### config.mk
export PLATFORM = sky130hd
export DESIGN_NAME = lsu_top
export DESIGN_NICKNAME = d
export VERILOG_FILES = /design/src/lsu_pkg.sv /design/src/lsu_top.sv /design/src/lsu_result.sv /design/src/lsu_execute.sv /design/src/lsu_decode.sv /design/src/lutram_dualport.sv
export SDC_FILE = /design/constraint.sdc
export NUM_CORES = 2
export LEC_CHECK = 0
export ABC_AREA = 1
export BUFFER_PORTS_ARGS = -buffer_cell sky130_fd_sc_hd__buf_2
export CAP_MARGIN = 5
export CORE_ASPECT_RATIO = 0.7
export CORE_MARGIN = 5
export CORE_UTILIZATION = 41
export CTS_BUF_LIST = sky130_fd_sc_hd__clkbuf_8
export DETAILED_ROUTE_END_ITERATION = 8
export SYNTH_ARGS = -nofsm -noshare
export SYNTH_HDL_FRONTEND = slang
export SYNTH_SLANG_ARGS = --single-unit
### constraint.sdc
create_clock -name clk -period 2.6 [get_ports clk]
set_clock_uncertainty 0.05 [all_clocks]
set_input_delay 0.26 -clock clk [delete_from_list [all_inputs] [get_ports clk]]
set_output_delay 0.26 -clock clk [all_outputs]
set_load 0.03 [all_outputs]
### src/lsu_pkg.sv
`default_nettype none

package lsu_pkg;

	// default sizes
	parameter int DATA_W = 32;
	parameter int LANES = 4;
	parameter int ADDR_W = 6;	// word address bits

	// command word fields
	parameter int OP_W = 2;
	parameter int SIZE_W = 2;
	parameter int BADDR_W = 8;
	parameter int TAG_W = 3;
	parameter int MASK_W = 4;

	typedef enum logic [OP_W-1:0] {
		OP_NOP = 2'd0,
		OP_LOAD = 2'd1,
		OP_STORE = 2'd2
	} lsu_op_e;

	typedef enum logic [SIZE_W-1:0] {
		SIZE_BYTE = 2'd0,
		SIZE_HALF = 2'd1,
		SIZE_WORD = 2'd2,
		SIZE_MASKED = 2'd3	// stores only
	} lsu_size_e;

	typedef logic [TAG_W-1:0] lsu_tag_t;

	// both views share the upper fields and differ in the low nibble
	typedef union packed {
		struct packed {
			lsu_op_e op;
			lsu_size_e size;
			logic [BADDR_W-1:0] addr;
			logic sgn;
			lsu_tag_t tag;
		} ld;
		struct packed {
			lsu_op_e op;
			lsu_size_e size;
			logic [BADDR_W-1:0] addr;
			logic [MASK_W-1:0] mask;
		} st;
	} lsu_cmd_t;

endpackage

`default_nettype wire
### src/lsu_top.sv
`timescale 1ns/1ps
`default_nettype none

module lsu_top import lsu_pkg::*; #(
	parameter int DATA_W = lsu_pkg::DATA_W,
	parameter int LANES = lsu_pkg::LANES,
	parameter int ADDR_W = lsu_pkg::ADDR_W,
	parameter int READ_LATENCY = 1,
	localparam int LANE_W = $clog2(LANES)
) (
	input logic clk,
	input logic resetn,
	input logic cmd_valid,
	input lsu_cmd_t cmd,
	input logic [DATA_W-1:0] wdata,
	output logic rsp_valid,
	output logic rsp_err,
	output lsu_tag_t rsp_tag,
	output logic [DATA_W-1:0] rsp_data
);

	logic dec_valid, dec_is_load, dec_err, dec_signed;
	logic [ADDR_W-1:0] dec_word_addr;
	logic [LANE_W-1:0] dec_lane;
	lsu_size_e dec_size;
	lsu_tag_t dec_tag;
	logic [LANES-1:0] dec_strobe;
	logic [DATA_W-1:0] dec_wdata;

	logic en_1, en_2;
	logic [ADDR_W-1:0] addr_1, addr_2;
	logic [LANES-1:0] strobe;
	logic [DATA_W-1:0] wr_data, rdata_2;

	logic ex_valid, ex_err, ex_signed;
	logic [LANE_W-1:0] ex_lane;
	lsu_size_e ex_size;
	lsu_tag_t ex_tag;

	lsu_decode #(.DATA_W(DATA_W), .LANES(LANES), .ADDR_W(ADDR_W)) lsu_decode_inst (.*);

	lsu_execute #(
		.DATA_W(DATA_W), .LANES(LANES), .ADDR_W(ADDR_W), .READ_LATENCY(READ_LATENCY)
	) lsu_execute_inst (.*);

	lutram_dualport #(
		.ADDR_W(ADDR_W), .DATA_W(DATA_W), .BYTE_W(DATA_W / LANES),
		.READ_LATENCY(READ_LATENCY)
	) lutram_dualport_inst (
		.clk, .resetn, .en_1, .en_2, .addr_1, .addr_2, .strobe,
		.wdata(wr_data),
		.rdata_1(),	// port 1 is write only here
		.rdata_2
	);

	lsu_result #(.DATA_W(DATA_W), .LANES(LANES)) lsu_result_inst (
		.clk, .resetn,
		.rdata(rdata_2),
		.ex_valid, .ex_err, .ex_lane, .ex_size, .ex_signed, .ex_tag,
		.rsp_valid, .rsp_err, .rsp_tag, .rsp_data
	);

endmodule

`default_nettype wire

### src/lsu_result.sv
`timescale 1ns/1ps
`default_nettype none

module lsu_result import lsu_pkg::*; #(
	parameter int DATA_W = lsu_pkg::DATA_W,
	parameter int LANES = lsu_pkg::LANES,
	localparam int LANE_W = $clog2(LANES),
	localparam int BYTE_W = DATA_W / LANES
) (
	input logic clk,
	input logic resetn,
	input logic [DATA_W-1:0] rdata,
	input logic ex_valid,
	input logic ex_err,
	input logic [LANE_W-1:0] ex_lane,
	input lsu_size_e ex_size,
	input logic ex_signed,
	input lsu_tag_t ex_tag,
	output logic rsp_valid,
	output logic rsp_err,
	output lsu_tag_t rsp_tag,
	output logic [DATA_W-1:0] rsp_data
);

	logic [DATA_W-1:0] shifted;
	logic [DATA_W-1:0] ext;
	logic sign_b;
	logic sign_h;

	assign shifted = rdata >> (ex_lane * BYTE_W);	// addressed byte down to lane 0
	assign sign_b = ex_signed & shifted[BYTE_W-1];
	assign sign_h = ex_signed & shifted[2*BYTE_W-1];

	always_comb begin
		case (ex_size)
			SIZE_BYTE: ext = {{(DATA_W-BYTE_W){sign_b}}, shifted[BYTE_W-1:0]};
			SIZE_HALF: ext = {{(DATA_W-2*BYTE_W){sign_h}}, shifted[2*BYTE_W-1:0]};
			default: ext = shifted;
		endcase
	end

	always_ff @(posedge clk) begin
		if (!resetn) begin
			rsp_valid <= 1'b0;
			rsp_err <= 1'b0;
		end else begin
			rsp_valid <= ex_valid;
			rsp_err <= ex_valid & ex_err;
		end
	end

	// idle cycles show zeros on tag and data
	always_ff @(posedge clk) begin
		rsp_tag <= ex_valid ? ex_tag : '0;
		rsp_data <= (ex_valid && !ex_err) ? ext : '0;
	end

endmodule

`default_nettype wire

### src/lsu_execute.sv
`timescale 1ns/1ps
`default_nettype none

module lsu_execute import lsu_pkg::*; #(
	parameter int DATA_W = lsu_pkg::DATA_W,
	parameter int LANES = lsu_pkg::LANES,
	parameter int ADDR_W = lsu_pkg::ADDR_W,
	parameter int READ_LATENCY = 1,
	localparam int LANE_W = $clog2(LANES),
	localparam int BYTE_W = DATA_W / LANES
) (
	input logic clk,
	input logic resetn,
	input logic dec_valid,
	input logic dec_is_load,
	input logic dec_err,
	input logic [ADDR_W-1:0] dec_word_addr,
	input logic [LANE_W-1:0] dec_lane,
	input lsu_size_e dec_size,
	input logic dec_signed,
	input lsu_tag_t dec_tag,
	input logic [LANES-1:0] dec_strobe,
	input logic [DATA_W-1:0] dec_wdata,
	output logic en_1,
	output logic [ADDR_W-1:0] addr_1,
	output logic [LANES-1:0] strobe,
	output logic [DATA_W-1:0] wr_data,
	output logic en_2,
	output logic [ADDR_W-1:0] addr_2,
	output logic ex_valid,
	output logic ex_err,
	output logic [LANE_W-1:0] ex_lane,
	output lsu_size_e ex_size,
	output logic ex_signed,
	output lsu_tag_t ex_tag
);

	logic [DATA_W-1:0] lane_data;

	// stage 0 lines up with the RAM address, stage READ_LATENCY with rdata
	logic [READ_LATENCY:0] valid_q;
	logic err_q [READ_LATENCY+1];
	logic [LANE_W-1:0] lane_q [READ_LATENCY+1];
	lsu_size_e size_q [READ_LATENCY+1];
	logic signed_q [READ_LATENCY+1];
	lsu_tag_t tag_q [READ_LATENCY+1];

	// spread narrow store data over every lane, strobe picks the right one
	always_comb begin
		for (int i = 0; i < LANES; i++) begin
			case (dec_size)
				SIZE_BYTE: lane_data[i*BYTE_W +: BYTE_W] = dec_wdata[BYTE_W-1:0];
				SIZE_HALF: lane_data[i*BYTE_W +: BYTE_W] = dec_wdata[(i%2)*BYTE_W +: BYTE_W];
				default: lane_data[i*BYTE_W +: BYTE_W] = dec_wdata[i*BYTE_W +: BYTE_W];
			endcase
		end
	end

	always_ff @(posedge clk) begin
		if (!resetn) begin
			en_1 <= 1'b0;
			en_2 <= 1'b0;
			valid_q[0] <= 1'b0;
		end else begin
			en_1 <= dec_valid & ~dec_is_load & ~dec_err;
			en_2 <= dec_valid & dec_is_load & ~dec_err;
			valid_q[0] <= dec_valid & (dec_is_load | dec_err);	// loads and bad stores answer
		end
	end

	always_ff @(posedge clk) begin
		addr_1 <= dec_word_addr;
		addr_2 <= dec_word_addr;
		strobe <= dec_strobe;
		wr_data <= lane_data;
		err_q[0] <= dec_err;
		lane_q[0] <= dec_lane;
		size_q[0] <= dec_size;
		signed_q[0] <= dec_signed;
		tag_q[0] <= dec_tag;
	end

	for (genvar i = 1; i <= READ_LATENCY; i++) begin : g_delay
		always_ff @(posedge clk) begin
			if (!resetn) begin
				valid_q[i] <= 1'b0;
			end else begin
				valid_q[i] <= valid_q[i-1];
			end
		end

		always_ff @(posedge clk) begin
			err_q[i] <= err_q[i-1];
			lane_q[i] <= lane_q[i-1];
			size_q[i] <= size_q[i-1];
			signed_q[i] <= signed_q[i-1];
			tag_q[i] <= tag_q[i-1];
		end
	end

	assign ex_valid = valid_q[READ_LATENCY];
	assign ex_err = err_q[READ_LATENCY];
	assign ex_lane = lane_q[READ_LATENCY];
	assign ex_size = size_q[READ_LATENCY];
	assign ex_signed = signed_q[READ_LATENCY];
	assign ex_tag = tag_q[READ_LATENCY];

endmodule

`default_nettype wire

### src/lsu_decode.sv
`timescale 1ns/1ps
`default_nettype none

module lsu_decode import lsu_pkg::*; #(
	parameter int DATA_W = lsu_pkg::DATA_W,
	parameter int LANES = lsu_pkg::LANES,
	parameter int ADDR_W = lsu_pkg::ADDR_W,
	localparam int LANE_W = $clog2(LANES)
) (
	input logic clk,
	input logic resetn,
	input logic cmd_valid,
	input lsu_cmd_t cmd,
	input logic [DATA_W-1:0] wdata,
	output logic dec_valid,
	output logic dec_is_load,
	output logic dec_err,
	output logic [ADDR_W-1:0] dec_word_addr,
	output logic [LANE_W-1:0] dec_lane,
	output lsu_size_e dec_size,
	output logic dec_signed,
	output lsu_tag_t dec_tag,
	output logic [LANES-1:0] dec_strobe,
	output logic [DATA_W-1:0] dec_wdata
);

	logic is_load;
	logic is_store;
	logic misaligned;
	logic [LANE_W-1:0] lane;
	logic [LANES-1:0] lanes_en;

	assign is_load = cmd.ld.op == OP_LOAD;
	assign is_store = cmd.st.op == OP_STORE;
	assign lane = cmd.ld.addr[LANE_W-1:0];

	always_comb begin
		misaligned = 1'b0;
		lanes_en = '0;
		case (cmd.ld.size)
			SIZE_BYTE: lanes_en[lane] = 1'b1;
			SIZE_HALF: begin
				misaligned = lane[0];
				lanes_en = LANES'(2'b11) << lane;
			end
			SIZE_WORD: begin
				misaligned = |lane;
				lanes_en = '1;
			end
			default: begin
				misaligned = |lane;
				lanes_en = is_store ? LANES'(cmd.st.mask) : '1;	// masked load reads a word
			end
		endcase
	end

	always_ff @(posedge clk) begin
		if (!resetn) begin
			dec_valid <= 1'b0;
		end else begin
			dec_valid <= cmd_valid & (is_load | is_store);	// nop and unknown ops dropped
		end
	end

	always_ff @(posedge clk) begin
		if (cmd_valid) begin
			dec_is_load <= is_load;
			dec_err <= misaligned;
			dec_word_addr <= cmd.ld.addr[LANE_W +: ADDR_W];
			dec_lane <= lane;
			dec_size <= cmd.ld.size;
			dec_signed <= is_load & cmd.ld.sgn;
			dec_tag <= is_load ? cmd.ld.tag : '0;	// store errors answer with tag 0
			dec_strobe <= lanes_en;
			dec_wdata <= wdata;
		end
	end

endmodule

`default_nettype wire

### src/lutram_dualport.sv
`timescale 1ns/1ps
`default_nettype none

module lutram_dualport #(
	parameter int ADDR_W = 6,
	parameter int DATA_W = 32,
	parameter int BYTE_W = 8,
	parameter int READ_LATENCY = 1,
	localparam int LANES = DATA_W / BYTE_W,
	localparam int WORDS = 2 ** ADDR_W
) (
	input logic clk,
	input logic resetn,
	input logic en_1,
	input logic en_2,
	input logic [ADDR_W-1:0] addr_1,
	input logic [ADDR_W-1:0] addr_2,
	input logic [LANES-1:0] strobe,
	input logic [DATA_W-1:0] wdata,
	output logic [DATA_W-1:0] rdata_1,
	output logic [DATA_W-1:0] rdata_2
);

	typedef union packed {
		logic [DATA_W-1:0] word;
		logic [LANES-1:0][BYTE_W-1:0] lanes;
	} ram_word_t;

	ram_word_t mem [WORDS];
	ram_word_t wr_word;

	// both read ports share one pipeline description
	logic en [2];
	logic [ADDR_W-1:0] addr [2];
	logic [DATA_W-1:0] rdata [2];

	assign wr_word = wdata;
	assign en[0] = en_1;
	assign en[1] = en_2;
	assign addr[0] = addr_1;
	assign addr[1] = addr_2;

	always_ff @(posedge clk) begin
		if (!resetn) begin
			for (int i = 0; i < WORDS; i++) begin
				mem[i] <= '0;
			end
		end else if (en_1) begin
			for (int i = 0; i < LANES; i++) begin
				if (strobe[i]) begin
					mem[addr_1].lanes[i] <= wr_word.lanes[i];
				end
			end
		end
	end

	for (genvar p = 0; p < 2; p++) begin : g_port
		if (READ_LATENCY == 0) begin : g_comb
			assign rdata[p] = mem[addr[p]].word;	// async read
		end else begin : g_pipe
			logic [DATA_W-1:0] pipe [READ_LATENCY];

			always_ff @(posedge clk) begin
				if (en[p]) begin
					pipe[0] <= mem[addr[p]].word;
				end
				for (int s = 1; s < READ_LATENCY; s++) begin
					pipe[s] <= pipe[s-1];
				end
			end

			assign rdata[p] = pipe[READ_LATENCY-1];
		end
	end

	assign rdata_1 = rdata[0];
	assign rdata_2 = rdata[1];

endmodule

`default_nettype wire

==> flow_summary.toml <==
[timing]
worst-slew-pin-transition_ns = 0.974
final_critical_path_setup_slack_ns = -0.0351
fmax_mhz = 379
slew_headroom_pct = 35.0
grt_setup_unrepaired = "yes"
final.min_clock_period_ns = 2.64
hold_slack_ns = 0.0606
maxSlewViolCount = 0
finalSetupViolCount = 2
final.period_utilization_pct = 101
finalHoldViolations = 0
fin_tns_setup_ns = -0.0583

[power_and_ir_drop]
power_mw = 78.4
power.share.combinational_pct = 12.4
p_leak_nw = 56.9
vdd.ir_drop.worst_uv = 493
power.density_cell_area_nw_per_um2 = 630
p_int_mw = 56.8
clkPwrFrac_pct = 35.8
share_seq_of_total_power_pct = 51.9
switching_share_pct = 27.5
netSwitchingPower_mw = 21.6

[clock_network]
clock_sinks = 2234
clockBufferDepth = 4
cts_inserted_buffers = 353
cts-root-buf = "clkbuf_8"
cts.reportedPaths.clkPinSlew_ns = 0.06
cts_tree = "yes"
insertion_delay_ns = 0.99
htreeDepth = 5

[drt]
drt_iter0_markers = 10400
drt_pre_antenna_iters = 8
drt-total-wl_mm = 343
detail-route-antenna-nets = 0
wl_met1_mm = 147
met3RoutedLength_mm = 45.3
dr_drc_count = 0
vias = 83000
met2WireLength_mm = 140
wl_per_cell_um = 21.2
vias_per_cell = 5.12
top_signal_layer_used = "met5"

[die]
die-width_um = 615
die_h_um = 434
floorplan.core_area_um2 = 255000
io_pins = 88
total_die_area_um2 = 267000
row_count = 155
initial_core_util_pct = 41.2

[synth]
synth_cells = 11800
seq_area_frac_synth_pct = 62.9
mappedNetlistNets = 11800
async_reset_ff_share_pct = 0
synthesis.area_um2 = 105000
post_synthesis_area_per_instance_um2 = 8.91
synth_edf_count = 2132
synth.lib_cells_used.distinct = 28
yosys_warnings = 0
synth_seq_cells = 2234
ys_dominant_reg_cell = "edfxtp_1"

[finish]
final_net_count = 12600
drive_gt1_share_pct = 14.0
layout.core_utilization_pct = 48.8
layout-area-overhead-vs-synth_pct = 18.5

[critical_path]
critical_path_type = "flop to flop"
path_cells = "buf_16, buf_4, buf_4, or2_2, nand3_1, nand2_1, o21ai_0, nand2_1, nor2_1, nand2_1"
buffers_inverters_on_critical_path = 3
timing.critical_path.fanout_max = 22
critPathCaptureType = "flop"
critical_path.startpoint_type = "flop"
worst-endpoint-arrival_ns = 3.28
cpLargestDelayFamily = "simple AND/OR/NAND/NOR gates"
timing.critical_path.required_ns = 3.25
cpMostUsedCell = "nand2_1"
worst_path_largest_cell_delay_ns = 0.44
cpMaxStageDelayCell = "nor2_1"

[place]
routability_driven_placement_congestion_ratio = 0.952
io_buffers = 87
dpl.hpwl_mm = 236

[grt]
total_global_routing_overflow = 0
globalRouteTotalUtil_pct = 25.1
grt_pass1_wl_mm = 502
grt_antenna_before_repair = 18
grt_start_max_net_pins = 97
grt_pass1_vias = 78800

[hold_path]
worstHoldPathType = "primary input to flop"

[outcome]
violations = "setup timing"
status = "finished with violations"

[flow_run]
drv_cap = 0
==> area by class of cell <==
cell class,instances,area (µm²)
Tap cell,3375,4220
Sequential cell,2234,66100
Timing Repair Buffer,1038,11200
Multi-Input combinational cell,6982,29400
Antenna cell,8,20.0
Clock buffer,376,5170
Inverter,1950,7340
Fill cell,23600,131000
Clock inverter,240,1110
==> cell usage after synthesis (2+ instances only) <==
cell      instances  area, µm²
inv_1          1901       7140
inv_2            47        176
a21oi_1          15       75.1
ha_1              6       75.1
nor3_2            7       70.1
buf_2           194        971
clkbuf_1        400       1500
o211ai_1         33        248
nor3_1            2       10.0
nand2_4           7       78.8
nor2_1         2208       8290
nor2_2           31        194
clkinv_1          2       7.51
buf_4             4       30.0
o21ai_0         298       1490
nor2_4           32        360
nand2_2         119        744
buf_1            27        101
edfxtp_1       2132      64000
nand3_1         981       4910
nor3b_1           2       15.0
nand2_1        3105      11700
a31oi_1           7       43.8
or2_2           127        795
dfxtp_1         102       2040
==> worst paths after layout <==
kind,from,to,slack (ns),cells past startpoint
setup / recovery,lsu_execute_inst.addr_1[0],lutram_dualport_inst.g_port[1].g_pipe.pipe[0][10],-0.04,10
hold / removal,wdata[20],lsu_decode_inst.dec_wdata[20],0.06,2
setup reg to reg,lsu_execute_inst.addr_1[0],lutram_dualport_inst.g_port[1].g_pipe.pipe[0][10],-0.04,10
hold reg to reg,lsu_execute_inst.tag_q[0][0],lsu_execute_inst.tag_q[1][0],0.28,0
==> placed cells by master (no fill, tap or decap), types with 8 or more instances in the layout <==
cell / count
a21oi_1: 15
buf_12: 248
buf_16: 8
buf_2: 85
buf_4: 590
clkbuf_8: 376
clkinv_1: 69
clkinv_2: 30
dfxtp_1: 100
diode_2: 8
dlygate4sd3_1: 100
edfxtp_1: 2132
inv_1: 2025
inv_2: 45
nand2_1: 3076
nand2_2: 147
nand2_4: 8
nand3_1: 981
nor2_1: 2187
nor2_2: 36
nor2_4: 48
o211ai_1: 33
o21ai_0: 266
o21ai_1: 25
or2_2: 127
==> power groups by stage <==
stage / combinational (mW) / clock, mW / sequential [mW]
after global routing: 10.3 / 30.2 / 40.7
after detailed placement: 9.28 / 0 / 41.4
after CTS: 9.43 / 28.4 / 40.7
final: 9.70 / 28.0 / 40.7
after floorplan: 4.74 / 0 / 41.3
after global placement: 9.22 / 0 / 41.4
==> timing repair <==
action,4_1_cts,5_1_grt
gates resized for setup,29,82
setup endpoints to repair,24,184
gates cloned,0,3
endpoints found under the hold margin,464,0
buffers inserted,0,3
hold buffers,100,0
pin swaps,0,2
==> state kept, by name, summed over array words and instances (netlist names), 4 cells and up <==
register	count
lsu_decode_inst.dec_wdata	32
lsu_execute_inst.size_q	4
lsu_execute_inst.addr_1	6
lsu_decode_inst.dec_strobe	4
lutram_dualport_inst.mem	2048
lutram_dualport_inst.g_port.g_pipe.pipe	32
lsu_execute_inst.tag_q	6
lsu_execute_inst.strobe	4
lsu_execute_inst.lane_q	4
lsu_decode_inst.dec_word_addr	6
lsu_result_inst.rsp_data	32
lsu_execute_inst.wr_data	32
==> cells by family after synthesis <==
logic type | count (synthesis) | share of synthesized area, %
simple gates | 6621 | 25.8
buf+inv | 2576 | 9.45
flops | 2234 | 62.9
compound gates | 355 | 1.79
fa+ha+maj | 6 | 0.0715
==> stage by stage <==
stage / std cells / cell area (µm²) / setup slack (ns)
after floorplan: 11800 / 105000 / 0.632
after global placement: 15500 / 117000 / -0.344
after detailed placement: 15500 / 117000 / -0.312
after CTS: 16200 / 124000 / 0.00154
after global routing: 16200 / 124000 / -0.0613
final: 16200 / 124000 / -0.0351
==> per-layer routing <==
layer  track usage, %  vias to the layer above
li1                 -                    38300
met1             37.3                    39800
met2             35.3                     4329
met3             7.51                      534
met4             7.38                       12
met5                0                        -
Power figures use the tool's default switching activity.
